`src/logic/ps2_kbd_pkg.sv`:
```
`default_nettype none

package ps2_kbd_pkg;

  // ------------------------------------------------------------
  // ps/2 line protocol
  // ------------------------------------------------------------

  // start + 8 data + parity + stop
  localparam int FRAME_BITS = 11;

  // flops per synchronizer chain
  localparam int SYNC_STAGES = 2;

  // clk cycles with no ps/2 edge before a partial frame is dropped
  localparam int IDLE_TIMEOUT_CYCLES = 2000;
  localparam int IDLE_CNT_W = $clog2(IDLE_TIMEOUT_CYCLES);

  // ------------------------------------------------------------
  // scan code set 2
  // ------------------------------------------------------------

  // prefix bytes
  localparam logic [7:0] SC_EXTENDED = 8'hE0;
  localparam logic [7:0] SC_BREAK = 8'hF0;

  // modifier keys
  localparam logic [7:0] SC_LSHIFT = 8'h12;
  localparam logic [7:0] SC_RSHIFT = 8'h59;
  localparam logic [7:0] SC_CAPS = 8'h58;

  // ------------------------------------------------------------
  // event queue and consumer credits
  // ------------------------------------------------------------

  // depth must stay a power of two
  localparam int EVQ_DEPTH = 8;
  localparam int EVQ_PTR_W = 3;

  // credits granted by the consumer at reset
  localparam int CONSUMER_CREDITS = 4;
  localparam int CREDIT_W = 3;

  // ------------------------------------------------------------
  // ascii
  // ------------------------------------------------------------

  // key has no character
  localparam logic [7:0] ASCII_NONE = 8'h00;

endpackage

`default_nettype wire

```
`src/logic/key_event_queue.sv`:
```
`timescale 1ns/1ps
`default_nettype none

module key_event_queue import ps2_kbd_pkg::*; (
  input  wire logic       clk,
  input  wire logic       rst_n,
  input  wire logic       wr_valid,
  input  wire logic [7:0] wr_scan,
  input  wire logic [7:0] wr_ascii,
  input  wire logic       wr_extended,
  input  wire logic       wr_released,
  input  wire logic       evt_credit,
  output logic            evt_valid,
  output logic [7:0]      evt_scan,
  output logic [7:0]      evt_ascii,
  output logic            evt_extended,
  output logic            evt_released,
  output logic            evt_overflow
);

  // ------------------------------------------------------------
  // storage
  // ------------------------------------------------------------

  logic [7:0] mem_scan [EVQ_DEPTH];
  logic [7:0] mem_ascii [EVQ_DEPTH];
  logic       mem_ext [EVQ_DEPTH];
  logic       mem_rel [EVQ_DEPTH];

  logic [EVQ_PTR_W-1:0] wr_ptr;
  logic [EVQ_PTR_W-1:0] rd_ptr;
  logic [EVQ_PTR_W:0]   count;
  logic [CREDIT_W-1:0]  credit_cnt;
  // credits left once the event now on the bus is paid for
  logic [CREDIT_W-1:0]  credit_avail;
  logic                 empty;
  logic                 full;
  logic                 push;
  logic                 pop;

  assign empty = (count == '0);
  // msb alone marks full for a power of two depth
  assign full = count[EVQ_PTR_W];
  assign credit_avail = credit_cnt - CREDIT_W'(evt_valid);
  assign push = wr_valid && !full;
  assign pop = !empty && (credit_avail != '0);

  always_ff @(posedge clk) begin
    if (push) begin
      mem_scan[wr_ptr] <= wr_scan;
      mem_ascii[wr_ptr] <= wr_ascii;
      mem_ext[wr_ptr] <= wr_extended;
      mem_rel[wr_ptr] <= wr_released;
    end
    if (pop) begin
      evt_scan <= mem_scan[rd_ptr];
      evt_ascii <= mem_ascii[rd_ptr];
      evt_extended <= mem_ext[rd_ptr];
      evt_released <= mem_rel[rd_ptr];
    end
  end

  // ------------------------------------------------------------
  // pointers, credits, overflow
  // ------------------------------------------------------------

  always_ff @(posedge clk or negedge rst_n) begin
    if (!rst_n) begin
      wr_ptr <= '0;
      rd_ptr <= '0;
      count <= '0;
      credit_cnt <= CREDIT_W'(CONSUMER_CREDITS);
      evt_valid <= 1'b0;
      evt_overflow <= 1'b0;
    end else begin
      evt_valid <= pop;
      if (push) begin
        wr_ptr <= wr_ptr + 1'b1;
      end
      if (pop) begin
        rd_ptr <= rd_ptr + 1'b1;
      end
      if (push && !pop) begin
        count <= count + 1'b1;
      end else if (pop && !push) begin
        count <= count - 1'b1;
      end
      // spend on send, refill on return, both cancel
      case ({evt_valid, evt_credit})
        2'b10: credit_cnt <= credit_cnt - 1'b1;
        2'b01: credit_cnt <= credit_cnt + 1'b1;
        default: credit_cnt <= credit_cnt;
      endcase
      // sticky until reset
      if (wr_valid && full) begin
        evt_overflow <= 1'b1;
      end
    end
  end

  // ------------------------------------------------------------
  // checks
  // ------------------------------------------------------------

  // consumer returned more credits than it was given
  a_credit_max: assert property (@(posedge clk) disable iff (!rst_n)
    credit_cnt <= CREDIT_W'(CONSUMER_CREDITS));

  // a send always has a credit behind it
  a_send_has_credit: assert property (@(posedge clk) disable iff (!rst_n)
    evt_valid |-> credit_cnt != '0);

endmodule

`default_nettype wire

```
`src/logic/ps2_ascii_map.sv`:
```
`timescale 1ns/1ps
`default_nettype none

module ps2_ascii_map import ps2_kbd_pkg::*; (
  input  wire logic       clk,
  input  wire logic       rst_n,
  input  wire logic       key_valid,
  input  wire logic [7:0] key_scan,
  input  wire logic       key_extended,
  input  wire logic       key_released,
  input  wire logic       shift_on,
  input  wire logic       caps_on,
  output logic            map_valid,
  output logic [7:0]      map_scan,
  output logic [7:0]      map_ascii,
  output logic            map_extended,
  output logic            map_released
);

  // ------------------------------------------------------------
  // set 2 lookup tables
  // ------------------------------------------------------------

  // lower case letter, none if not a letter
  function automatic logic [7:0] letter_lower(input logic [7:0] sc);
    case (sc)
      8'h1C: return "a";  8'h32: return "b";  8'h21: return "c";
      8'h23: return "d";  8'h24: return "e";  8'h2B: return "f";
      8'h34: return "g";  8'h33: return "h";  8'h43: return "i";
      8'h3B: return "j";  8'h42: return "k";  8'h4B: return "l";
      8'h3A: return "m";  8'h31: return "n";  8'h44: return "o";
      8'h4D: return "p";  8'h15: return "q";  8'h2D: return "r";
      8'h1B: return "s";  8'h2C: return "t";  8'h3C: return "u";
      8'h2A: return "v";  8'h1D: return "w";  8'h22: return "x";
      8'h35: return "y";  8'h1A: return "z";
      default: return ASCII_NONE;
    endcase
  endfunction

  // digit row, shifted symbol in the upper byte
  function automatic logic [15:0] digit_pair(input logic [7:0] sc);
    case (sc)
      8'h16: return {"!", "1"};
      8'h1E: return {"@", "2"};
      8'h26: return {"#", "3"};
      8'h25: return {"$", "4"};
      8'h2E: return {"%", "5"};
      8'h36: return {"^", "6"};
      8'h3D: return {"&", "7"};
      8'h3E: return {"*", "8"};
      8'h46: return {"(", "9"};
      8'h45: return {")", "0"};
      default: return {ASCII_NONE, ASCII_NONE};
    endcase
  endfunction

  // ------------------------------------------------------------
  // translation
  // ------------------------------------------------------------

  logic [7:0]  lower;
  logic [15:0] digits;
  logic [7:0]  ascii_next;

  assign lower = letter_lower(key_scan);
  assign digits = digit_pair(key_scan);

  always_comb begin
    ascii_next = ASCII_NONE;
    if (key_extended) begin
      // keypad and navigation keys stay unmapped
      ascii_next = ASCII_NONE;
    end else if (lower != ASCII_NONE) begin
      // upper case is lower minus 0x20
      ascii_next = (shift_on ^ caps_on) ? (lower - 8'h20) : lower;
    end else if (digits[7:0] != ASCII_NONE) begin
      ascii_next = shift_on ? digits[15:8] : digits[7:0];
    end else begin
      case (key_scan)
        8'h29: ascii_next = " ";
        8'h5A: ascii_next = 8'h0D;
        8'h66: ascii_next = 8'h08;
        default: ascii_next = ASCII_NONE;
      endcase
    end
  end

  always_ff @(posedge clk) begin
    if (key_valid) begin
      map_scan <= key_scan;
      map_ascii <= ascii_next;
      map_extended <= key_extended;
      map_released <= key_released;
    end
  end

  always_ff @(posedge clk or negedge rst_n) begin
    if (!rst_n) begin
      map_valid <= 1'b0;
    end else begin
      map_valid <= key_valid;
    end
  end

endmodule

`default_nettype wire

```
`src/logic/ps2_frame_rx.sv`:
```
`timescale 1ns/1ps
`default_nettype none

module ps2_frame_rx import ps2_kbd_pkg::*; (
  input  wire logic       clk,
  input  wire logic       rst_n,
  input  wire logic       ps2_clk,
  input  wire logic       ps2_data,
  output logic            rx_valid,
  output logic [7:0]      rx_byte,
  output logic            frame_error
);

  // ------------------------------------------------------------
  // synchronizers and edge detect
  // ------------------------------------------------------------

  logic [SYNC_STAGES-1:0] clk_sync;
  logic [SYNC_STAGES-1:0] data_sync;
  // previous synced clock for the falling edge
  logic                   clk_last;
  logic                   clk_fall;
  logic                   data_bit;

  // idle level of both lines is high
  always_ff @(posedge clk or negedge rst_n) begin
    if (!rst_n) begin
      clk_sync <= '1;
      data_sync <= '1;
      clk_last <= 1'b1;
    end else begin
      clk_sync <= {clk_sync[SYNC_STAGES-2:0], ps2_clk};
      data_sync <= {data_sync[SYNC_STAGES-2:0], ps2_data};
      clk_last <= clk_sync[SYNC_STAGES-1];
    end
  end

  assign clk_fall = clk_last & ~clk_sync[SYNC_STAGES-1];
  assign data_bit = data_sync[SYNC_STAGES-1];

  // ------------------------------------------------------------
  // frame assembly
  // ------------------------------------------------------------

  logic [$clog2(FRAME_BITS)-1:0] bit_cnt;
  logic [IDLE_CNT_W-1:0]         idle_cnt;
  // first ten bits, lsb first so bit 0 is the start bit
  logic [FRAME_BITS-2:0]         shift_q;
  logic [FRAME_BITS-1:0]         frame;
  logic                          last_bit;
  logic                          frame_ok;

  assign last_bit = (bit_cnt == ($clog2(FRAME_BITS))'(FRAME_BITS - 1));
  // stop bit arrives on the last edge and is used straight from the synchronizer
  assign frame = {data_bit, shift_q};
  // start low, stop high, odd parity over data plus parity
  assign frame_ok = !frame[0] && frame[FRAME_BITS-1] && (^frame[FRAME_BITS-2:1]);

  always_ff @(posedge clk) begin
    if (clk_fall) begin
      shift_q <= {data_bit, shift_q[FRAME_BITS-2:1]};
    end
    if (clk_fall && last_bit && frame_ok) begin
      rx_byte <= frame[8:1];
    end
  end

  always_ff @(posedge clk or negedge rst_n) begin
    if (!rst_n) begin
      bit_cnt <= '0;
      idle_cnt <= '0;
      rx_valid <= 1'b0;
      frame_error <= 1'b0;
    end else begin
      rx_valid <= 1'b0;
      frame_error <= 1'b0;
      if (clk_fall) begin
        idle_cnt <= '0;
        if (last_bit) begin
          bit_cnt <= '0;
          rx_valid <= frame_ok;
          frame_error <= !frame_ok;
        end else begin
          bit_cnt <= bit_cnt + 1'b1;
        end
      end else if (bit_cnt != '0) begin
        // partial frame went quiet, start over at the next edge
        if (idle_cnt == IDLE_CNT_W'(IDLE_TIMEOUT_CYCLES - 1)) begin
          bit_cnt <= '0;
          idle_cnt <= '0;
        end else begin
          idle_cnt <= idle_cnt + 1'b1;
        end
      end
    end
  end

  // ------------------------------------------------------------
  // checks
  // ------------------------------------------------------------

  // a frame outcome never lasts more than one cycle
  a_single_pulse: assert property (@(posedge clk) disable iff (!rst_n)
    (rx_valid || frame_error) |=> !(rx_valid || frame_error));

endmodule

`default_nettype wire

```
`src/logic/ps2_key_tracker.sv`:
```
`timescale 1ns/1ps
`default_nettype none

module ps2_key_tracker import ps2_kbd_pkg::*; (
  input  wire logic       clk,
  input  wire logic       rst_n,
  input  wire logic       rx_valid,
  input  wire logic [7:0] rx_byte,
  output logic            key_valid,
  output logic [7:0]      key_scan,
  output logic            key_extended,
  output logic            key_released,
  output logic            shift_on,
  output logic            caps_on
);

  // ------------------------------------------------------------
  // prefix decode
  // ------------------------------------------------------------

  logic ext_pend;
  logic brk_pend;
  logic is_ext;
  logic is_brk;
  logic is_key;
  // one flag per shift key so releasing one keeps the other held
  logic lshift_q;
  logic rshift_q;

  assign is_ext = (rx_byte == SC_EXTENDED);
  assign is_brk = (rx_byte == SC_BREAK);
  assign is_key = rx_valid && !is_ext && !is_brk;

  assign shift_on = lshift_q | rshift_q;

  // event payload
  always_ff @(posedge clk) begin
    if (is_key) begin
      key_scan <= rx_byte;
      key_extended <= ext_pend;
      key_released <= brk_pend;
    end
  end

  always_ff @(posedge clk or negedge rst_n) begin
    if (!rst_n) begin
      key_valid <= 1'b0;
      ext_pend <= 1'b0;
      brk_pend <= 1'b0;
      lshift_q <= 1'b0;
      rshift_q <= 1'b0;
      caps_on <= 1'b0;
    end else begin
      key_valid <= is_key;
      if (rx_valid && is_ext) begin
        ext_pend <= 1'b1;
      end
      if (rx_valid && is_brk) begin
        brk_pend <= 1'b1;
      end
      if (is_key) begin
        // prefixes apply to this key only
        ext_pend <= 1'b0;
        brk_pend <= 1'b0;
        // make sets, break clears
        if (rx_byte == SC_LSHIFT) begin
          lshift_q <= !brk_pend;
        end
        if (rx_byte == SC_RSHIFT) begin
          rshift_q <= !brk_pend;
        end
        // caps lock toggles on make only
        if (rx_byte == SC_CAPS && !brk_pend) begin
          caps_on <= !caps_on;
        end
      end
    end
  end

  // ------------------------------------------------------------
  // checks
  // ------------------------------------------------------------

  // caps lock state only moves together with a caps make event
  a_caps_on_make: assert property (@(posedge clk) disable iff (!rst_n)
    (caps_on != $past(caps_on)) |-> key_valid && key_scan == SC_CAPS && !key_released);

endmodule

`default_nettype wire

```
`src/logic/ps2_keyboard_top.sv`:
```
`timescale 1ns/1ps
`default_nettype none

module ps2_keyboard_top (
  input  wire logic       clk,
  input  wire logic       rst_n,
  input  wire logic       ps2_clk,
  input  wire logic       ps2_data,
  input  wire logic       evt_credit,
  output logic            evt_valid,
  output logic [7:0]      evt_scan,
  output logic [7:0]      evt_ascii,
  output logic            evt_extended,
  output logic            evt_released,
  output logic            evt_overflow,
  output logic            frame_error,
  output logic            shift_on,
  output logic            caps_on
);

  // ------------------------------------------------------------
  // stage to stage wires
  // ------------------------------------------------------------

  // checked bytes
  logic       rx_valid;
  logic [7:0] rx_byte;

  // decoded key events
  logic       key_valid;
  logic [7:0] key_scan;
  logic       key_extended;
  logic       key_released;

  // translated events into the queue
  logic       map_valid;
  logic [7:0] map_scan;
  logic [7:0] map_ascii;
  logic       map_extended;
  logic       map_released;

  // ------------------------------------------------------------
  // pipeline
  // ------------------------------------------------------------

  ps2_frame_rx i_frame_rx (
    .clk         (clk),
    .rst_n       (rst_n),
    .ps2_clk     (ps2_clk),
    .ps2_data    (ps2_data),
    .rx_valid    (rx_valid),
    .rx_byte     (rx_byte),
    .frame_error (frame_error)
  );

  ps2_key_tracker i_key_tracker (
    .clk          (clk),
    .rst_n        (rst_n),
    .rx_valid     (rx_valid),
    .rx_byte      (rx_byte),
    .key_valid    (key_valid),
    .key_scan     (key_scan),
    .key_extended (key_extended),
    .key_released (key_released),
    .shift_on     (shift_on),
    .caps_on      (caps_on)
  );

  ps2_ascii_map i_ascii_map (
    .clk          (clk),
    .rst_n        (rst_n),
    .key_valid    (key_valid),
    .key_scan     (key_scan),
    .key_extended (key_extended),
    .key_released (key_released),
    .shift_on     (shift_on),
    .caps_on      (caps_on),
    .map_valid    (map_valid),
    .map_scan     (map_scan),
    .map_ascii    (map_ascii),
    .map_extended (map_extended),
    .map_released (map_released)
  );

  // credit handshake toward the consumer
  key_event_queue i_event_queue (
    .clk          (clk),
    .rst_n        (rst_n),
    .wr_valid     (map_valid),
    .wr_scan      (map_scan),
    .wr_ascii     (map_ascii),
    .wr_extended  (map_extended),
    .wr_released  (map_released),
    .evt_credit   (evt_credit),
    .evt_valid    (evt_valid),
    .evt_scan     (evt_scan),
    .evt_ascii    (evt_ascii),
    .evt_extended (evt_extended),
    .evt_released (evt_released),
    .evt_overflow (evt_overflow)
  );

endmodule

`default_nettype wire

```
`config.mk`:
```
export PLATFORM = sky130hd
export DESIGN_NAME = ps2_keyboard_top
export DESIGN_NICKNAME = d
export VERILOG_FILES = /design/src/logic/ps2_kbd_pkg.sv /design/src/logic/key_event_queue.sv /design/src/logic/ps2_ascii_map.sv /design/src/logic/ps2_frame_rx.sv /design/src/logic/ps2_key_tracker.sv /design/src/logic/ps2_keyboard_top.sv
export SDC_FILE = /design/constraint.sdc
export NUM_CORES = 1
export LEC_CHECK = 0
export BUFFER_PORTS_ARGS = -buffer_cell sky130_fd_sc_hd__buf_2
export CORE_MARGIN = 10
export CORE_UTILIZATION = 60
export DETAILED_ROUTE_END_ITERATION = 10
export PLACE_DENSITY = 0.77
export SLEW_MARGIN = 20
export SYNTH_ARGS = -nofsm -noshare
export SYNTH_HDL_FRONTEND = slang
export SYNTH_SLANG_ARGS = --single-unit
```
`constraint.sdc`:
```
create_clock -name clk -period 7.2 [get_ports clk]
set_input_delay 1.44 -clock clk [delete_from_list [all_inputs] [get_ports clk]]
set_output_delay 1.44 -clock clk [all_outputs]
set_load 0.01 [all_outputs]
```
## Word level (Yosys, flattened, before mapping)

Memory sizes are Yosys's and may differ from the RTL's. A register that Yosys moved wholly into a read port is not among the register bits.
Cells that the tools add are included.
W data, S select, Z words.

- Output and inout port bits: 23
- Bits in writable memories: 144
- Word-level logic and storage cells: 138
- Memories kept: 5
- Memory bits (read-only): 896
- Input port bits: 5
- Flip-flop bits (word level): 90

Memories:

| memory | words | width | rd ports | clocked after memory_dff | wr ports | RTL line | source |
|---|---|---|---|---|---|---|---|
| (name not given) | 128 | 7 | 1 | 1 | 0 | ps2_ascii_map.sv:26 | `case (sc)` |
| i_event_queue.mem_ascii | 8 | 8 | 1 | 1 | 1 | key_event_queue.sv:26 | `logic [7:0] mem_ascii [EVQ_DEPTH];` |
| i_event_queue.mem_scan | 8 | 8 | 1 | 1 | 1 | key_event_queue.sv:25 | `logic [7:0] mem_scan [EVQ_DEPTH];` |
| i_event_queue.mem_ext | 8 | 1 | 1 | 1 | 1 | key_event_queue.sv:27 | `logic mem_ext [EVQ_DEPTH];` |
| i_event_queue.mem_rel | 8 | 1 | 1 | 1 | 1 | key_event_queue.sv:28 | `logic mem_rel [EVQ_DEPTH];` |

- Bitwise logic cells: 4
- Add/sub/neg operators: 10
- Mux-type cells: 28
- Reduce and logical (&&, ||, !) cells: 40
- Eq/ne operators: 22

Operators with widths:

| kind | count |
|---|---|
| $pmux W15 S10 | 1 |
| $eq A8 B6 Y1 const B | 7 |
| $eq A8 B7 Y1 const B | 6 |
| $mux W8 | 5 |
| $mux W11 | 3 |
| $eq A8 B5 Y1 const B | 3 |
| $mux W4 | 6 |
| $pmux W6 S3 | 1 |
| $eq A8 B8 Y1 const B | 2 |
| $reduce_bool A8 Y1 | 2 |
| $logic_and A1 B1 Y1 | 14 |
| $reduce_bool A2 Y1 | 6 |
| $add A11 B1 Y11 const B | 1 |
| $eq A11 B11 Y1 const B | 1 |
| $logic_not A1 Y1 | 10 |
| $mux W1 | 10 |
| $add A3 B1 Y3 const B | 3 |
| $reduce_xor A9 Y1 | 1 |
| $add A4 B1 Y4 const B | 2 |
| $reduce_and A2 Y1 | 4 |
| $sub A8 B6 Y8 const B | 1 |
| $mux W7 | 1 |
| $pmux W3 S2 | 1 |
| $eq A4 B4 Y1 const B | 1 |
| 12 further kinds | 12 |

## Depth between registers and ports, before layout

- Depth after elaboration: 6
- Gate-level depth with buffers: 13
- Gate-level depth less buffers: 13

## Cells and area by module

Synthesis repeated with hierarchy kept, for this count alone.

- Cell total of the unflattened synthesis: 668
- Area total of the unflattened synthesis: 11015.6 µm²

Modules (own cells, without submodules):

| module | sequential area each (µm²) | cells each | area an instance (µm²) | instances |
|---|---|---|---|---|
| key_event_queue | 5241.3 | 308 | 6915.4 | 1 |
| ps2_ascii_map | 565.5 | 195 | 1796.7 | 1 |
| ps2_frame_rx | 1097.3 | 128 | 1715.4 | 1 |
| ps2_key_tracker | 450.4 | 37 | 588.1 | 1 |

## Worst setup path after synthesis

OpenSTA, ideal clock, no wires.

- Path kind: register to register
- Start: register i_event_queue.evt_valid
- End: register i_event_queue.count[3]
- Setup slack: 3717 ps
- Period minus slack after synthesis: 3483 ps
- Required time: 7075 ps
- Setup time: 125 ps
- Path buffers: 0
- Cell stages (with the launch flop): 12
- Arrival time: 3358 ps
- Path through: dfrtp_1 > ha_1 > a31oi_1 > inv_1 > ha_1 > inv_1 > ha_1 > a21o_1 > a21oi_1 > xnor2_1 > nor2_1 > xor2_1

- Longest elaborated chain between the ends: 6
- Elaborated cells on any way between the ends: 8
- Classes of those cells: add/sub: 1; mux: 1; reduce/logical: 6

RTL lines:

| element | RTL line | source |
|---|---|---|
| start: declaration | key_event_queue.sv:13 | `output logic evt_valid,` |
| start signal: assignment | key_event_queue.sv:76 | `evt_valid <= pop;` |
| $sub A3 B1 Y3 (*) | key_event_queue.sv:44 | `assign credit_avail = credit_cnt - CREDIT_W'(evt_valid);` |
| $reduce_bool A3 Y1 (*) | key_event_queue.sv:46 | `assign pop = !empty && (credit_avail != '0);` |
| $logic_and A1 B1 Y1 (*) | key_event_queue.sv:46 |  |
| via i_event_queue.pop | key_event_queue.sv:39 | `logic pop;` |
| $logic_not A1 Y1 | key_event_queue.sv:83 | `if (push && !pop) begin` |
| $logic_and A1 B1 Y1 | key_event_queue.sv:83 |  |
| $mux W4 or $reduce_bool A2 Y1 (tied branches) | - |  |
| end signal: assignment | key_event_queue.sv:84 | `count <= count + 1'b1;` |
| end signal: assignment | key_event_queue.sv:86 | `count <= count - 1'b1;` |
| end: declaration | key_event_queue.sv:32 | `logic [EVQ_PTR_W:0] count;` |

Mark *: on every way through the listed nets, which the timed path passes. The rest lies on a longest branch.
A chain may end at the register's enable or synchronous reset.

## Final worst setup path

- Start: register i_key_tracker.rshift_q
- End: output port shift_on

- Longest elaborated chain between the ends: 1

RTL lines:

| element | RTL line | source |
|---|---|---|
| start: declaration | ps2_key_tracker.sv:28 | `logic rshift_q;` |
| start signal: assignment | ps2_key_tracker.sv:70 | `rshift_q <= !brk_pend;` |
| $or A1 B1 Y1 | ps2_key_tracker.sv:34 | `assign shift_on = lshift_q \| rshift_q;` |
| end: declaration | ps2_keyboard_top.sv:17 | `output logic shift_on,` |

No other way between the ends.

==> flow_summary.json <==
{
  "wl_per_cell_um": 21.1,
  "grt_pass1_vias": 6164,
  "synth_top_area_share": 0.569,
  "final_layout_size_suffix_gt1_frac": 0.220,
  "synth_most_common_cell": "edfxtp_1",
  "min-delay-path-class": "flip-flop to flip-flop",
  "multi_input_area_um2": 3310,
  "synth_top_area_cell": "edfxtp_1",
  "ys_async_sr_fraction": 0.171,
  "clock_latency_ns": 0.53,
  "status": "completed",
  "cap_violations": 0,
  "cp_max_fo": 6,
  "placed_area_um2": 11400,
  "clk_pin_slew_worst_paths_ns": 0.06,
  "cts_made_buffers": 26,
  "power_density_nw_per_um2": 322,
  "crit_type": "flip-flop to output pin",
  "hp-start": "i_frame_rx.clk_sync[0]",
  "track_usage": 0.172,
  "vias_per_cell": 6.19,
  "synthToLayoutAreaGrowth_pct": 11.7,
  "cts-root-buf": "clkbuf_16",
  "grt_max_degree": 45,
  "relSlewSlack": 0.318,
  "ctsResizeCount": 0,
  "cts_hold_buf": 0,
  "r2r_start": "i_event_queue.credit_cnt[0]",
  "io_buffers": 27,
  "synth_seq_area_share": 0.681,
  "coreArea_um2": 18000,
  "fin_tns_setup_ns": 0,
  "synth_edf_count": 208,
  "io_pins": 28,
  "antenna_found_initial": 0,
  "routed_wl_mm": 20.8,
  "route.detailed.drc": 0,
  "synth_seq_cells": 258,
  "ir_drop_mv": 0.216,
  "hpwl_mm": 12.9,
  "gp_congestion": 0.887,
  "startpoint": "i_key_tracker.rshift_q",
  "hold_violations": 0,
  "cts_buffer_depth": 3,
  "initial_core_util": 0.611,
  "synth.top_cells.by_area": "edfxtp_1 (57%), dfrtp_1 (8.7%), mux4_2 (7.4%)",
  "syn_nets": 725,
  "die_w_um": 155,
  "utilization": 0.682,
  "period_share": 0.430,
  "h-tree-depth": 1,
  "die_area_um2": 24100,
  "ant_nets": 0,
  "critPathArrivalTime_ns": 1.66,
  "required_ns": 5.76,
  "synth_warnings": 0,
  "cts_setup_buffers": 0,
  "die_h_um": 155,
  "seq_area_um2": 7480,
  "vias": 6098,
  "fin_nets": 765,
  "synthesis.area_um2": 11000,
  "grt_overflow": 0,
  "syn_area_per_cell_um2": 15.7,
  "fillCellCount": 1175,
  "critPathCaptureType": "output pin",
  "totalPowerFinal_mw": 3.95,
  "path_delay_family": "flip-flops",
  "ys_types": 71,
  "tightest_slew_ns": 1.02,
  "clock_skew_ns": 0.0257,
  "setup_viol": 0,
  "grt_pass1_wl_mm": 33.3,
  "start_kind": "flip-flop",
  "syn_inst": 697,
  "drt-pass1-iter-count": 5,
  "cts_tree": "built",
  "final-max-slew-violation-count": 0,
  "p_leak_nw": 4.31,
  "crit_slowest_cell": "dfrtp_1",
  "num_rows": 49,
  "crit_buf_inv": 2,
  "crit_chain": "nor2_1, inv_1, buf_2",
  "num_antenna_cells": 0,
  "yosys_most_used_dff": "edfxtp_1",
  "whs_ns": 0.357,
  "cts_num_sinks": 258,
  "final_cell_area_um2": 12300,
  "initialDrtViolationCount": 443,
  "synth_commonest_cells": "edfxtp_1 (208), nand2_1 (45), nor2_1 (39), dfrtp_1 (38), mux4_2 (36)",
  "fmax_ghz": 0.323,
  "fin_crit_ns": 3.10,
  "rsz0062_at_grt": "no",
  "slowest_delay_ns": 0.40
}
-- logic make-up (layout without fill, tap and decap cells) --
logic type               after synthesis  after routing  share of synthesized area
XOR/XNOR                              27             27                     0.0216
adder cells (fa/ha/maj)               23             23                     0.0276
multiplexers                          71             71                      0.109
flip-flops                           258            258                      0.681
AO/OA/AOI/OAI                        101            101                     0.0616
buffers and inverters                 48            107                     0.0183
AND/OR/NAND/NOR                      169            169                     0.0809
-- layout make-up --
cell class	instances	area share
multi-input cells	391	0.270
well taps	229	0.0234
repair buffers	38	0.0180
inverters	22	0.00674
clock buffers	32	0.0600
clock inverters	15	0.0115
flip-flops and latches	258	0.610
-- state kept, by name, summed over array words and instances (netlist names), 2 cells and up, named ones only --
name,count
i_event_queue.mem_ascii,64
i_event_queue.mem_scan,64
i_frame_rx.idle_cnt,11
i_frame_rx.shift_q,10
i_ascii_map.map_ascii,8
i_ascii_map.map_scan,8
i_event_queue.evt_ascii,8
i_event_queue.evt_scan,8
i_event_queue.mem_ext,8
i_event_queue.mem_rel,8
i_frame_rx.rx_byte,8
i_key_tracker.key_scan,8
i_event_queue.count,4
i_frame_rx.bit_cnt,4
i_event_queue.credit_cnt,3
i_event_queue.rd_ptr,3
i_event_queue.wr_ptr,3
i_frame_rx.clk_sync,2
i_frame_rx.data_sync,2
-- cell usage in the layout, fill, tap and decap left out, types with 22 or more instances in the layout --
cell / netlist / final
dfrtp_1: 38 / 36
edfxtp_1: 208 / 208
buf_2: 7 / 26
nor2_1: 39 / 39
nand2_1: 45 / 45
o21ai_0: 30 / 30
mux4_2: 36 / 36
mux2_2: 25 / 25
inv_1: 22 / 22
clkbuf_16: 0 / 28
a21oi_1: 23 / 23
-- stage by stage --
stage	cells	worst slack, ns
finish	985	4.10
global route	985	4.02
CTS	985	4.11
detailed placement	938	4.31
global placement	938	4.47
floorplan	697	3.72
-- power by group --
group / internal [mW] / leakage (nW) / switching, mW
clock: 0.801 / 0.440 / 0.543
combinational: 0.391 / 1.39 / 0.288
sequential: 1.76 / 2.48 / 0.172
total: 2.95 / 4.31 / 1.00
-- per-layer routing --
metal | up-vias | wire [µm] | track usage
li1 | 2776 | - | -
met5 | - | 0 | 0
met3 | 44 | 1210 | 0.0265
met4 | 0 | 538 | 0.0544
met2 | 218 | 10400 | 0.293
met1 | 3060 | 8680 | 0.221
-- path summary, 6_finish.rpt --
path                                      endpoint  slack [ns]  depth (start not counted)
setup / recovery                          shift_on        4.10                          3
hold / removal              i_frame_rx.clk_sync[1]        0.36                          0
setup reg to reg            i_event_queue.count[3]        4.34                         14
hold reg to reg             i_frame_rx.clk_sync[1]        0.36                          0
max in group asynchronous  i_event_queue.rd_ptr[0]        5.89                          1
min in group asynchronous    i_frame_rx.bit_cnt[0]        0.89                          1
No activity file was read; power rests on OpenSTA's default activity.
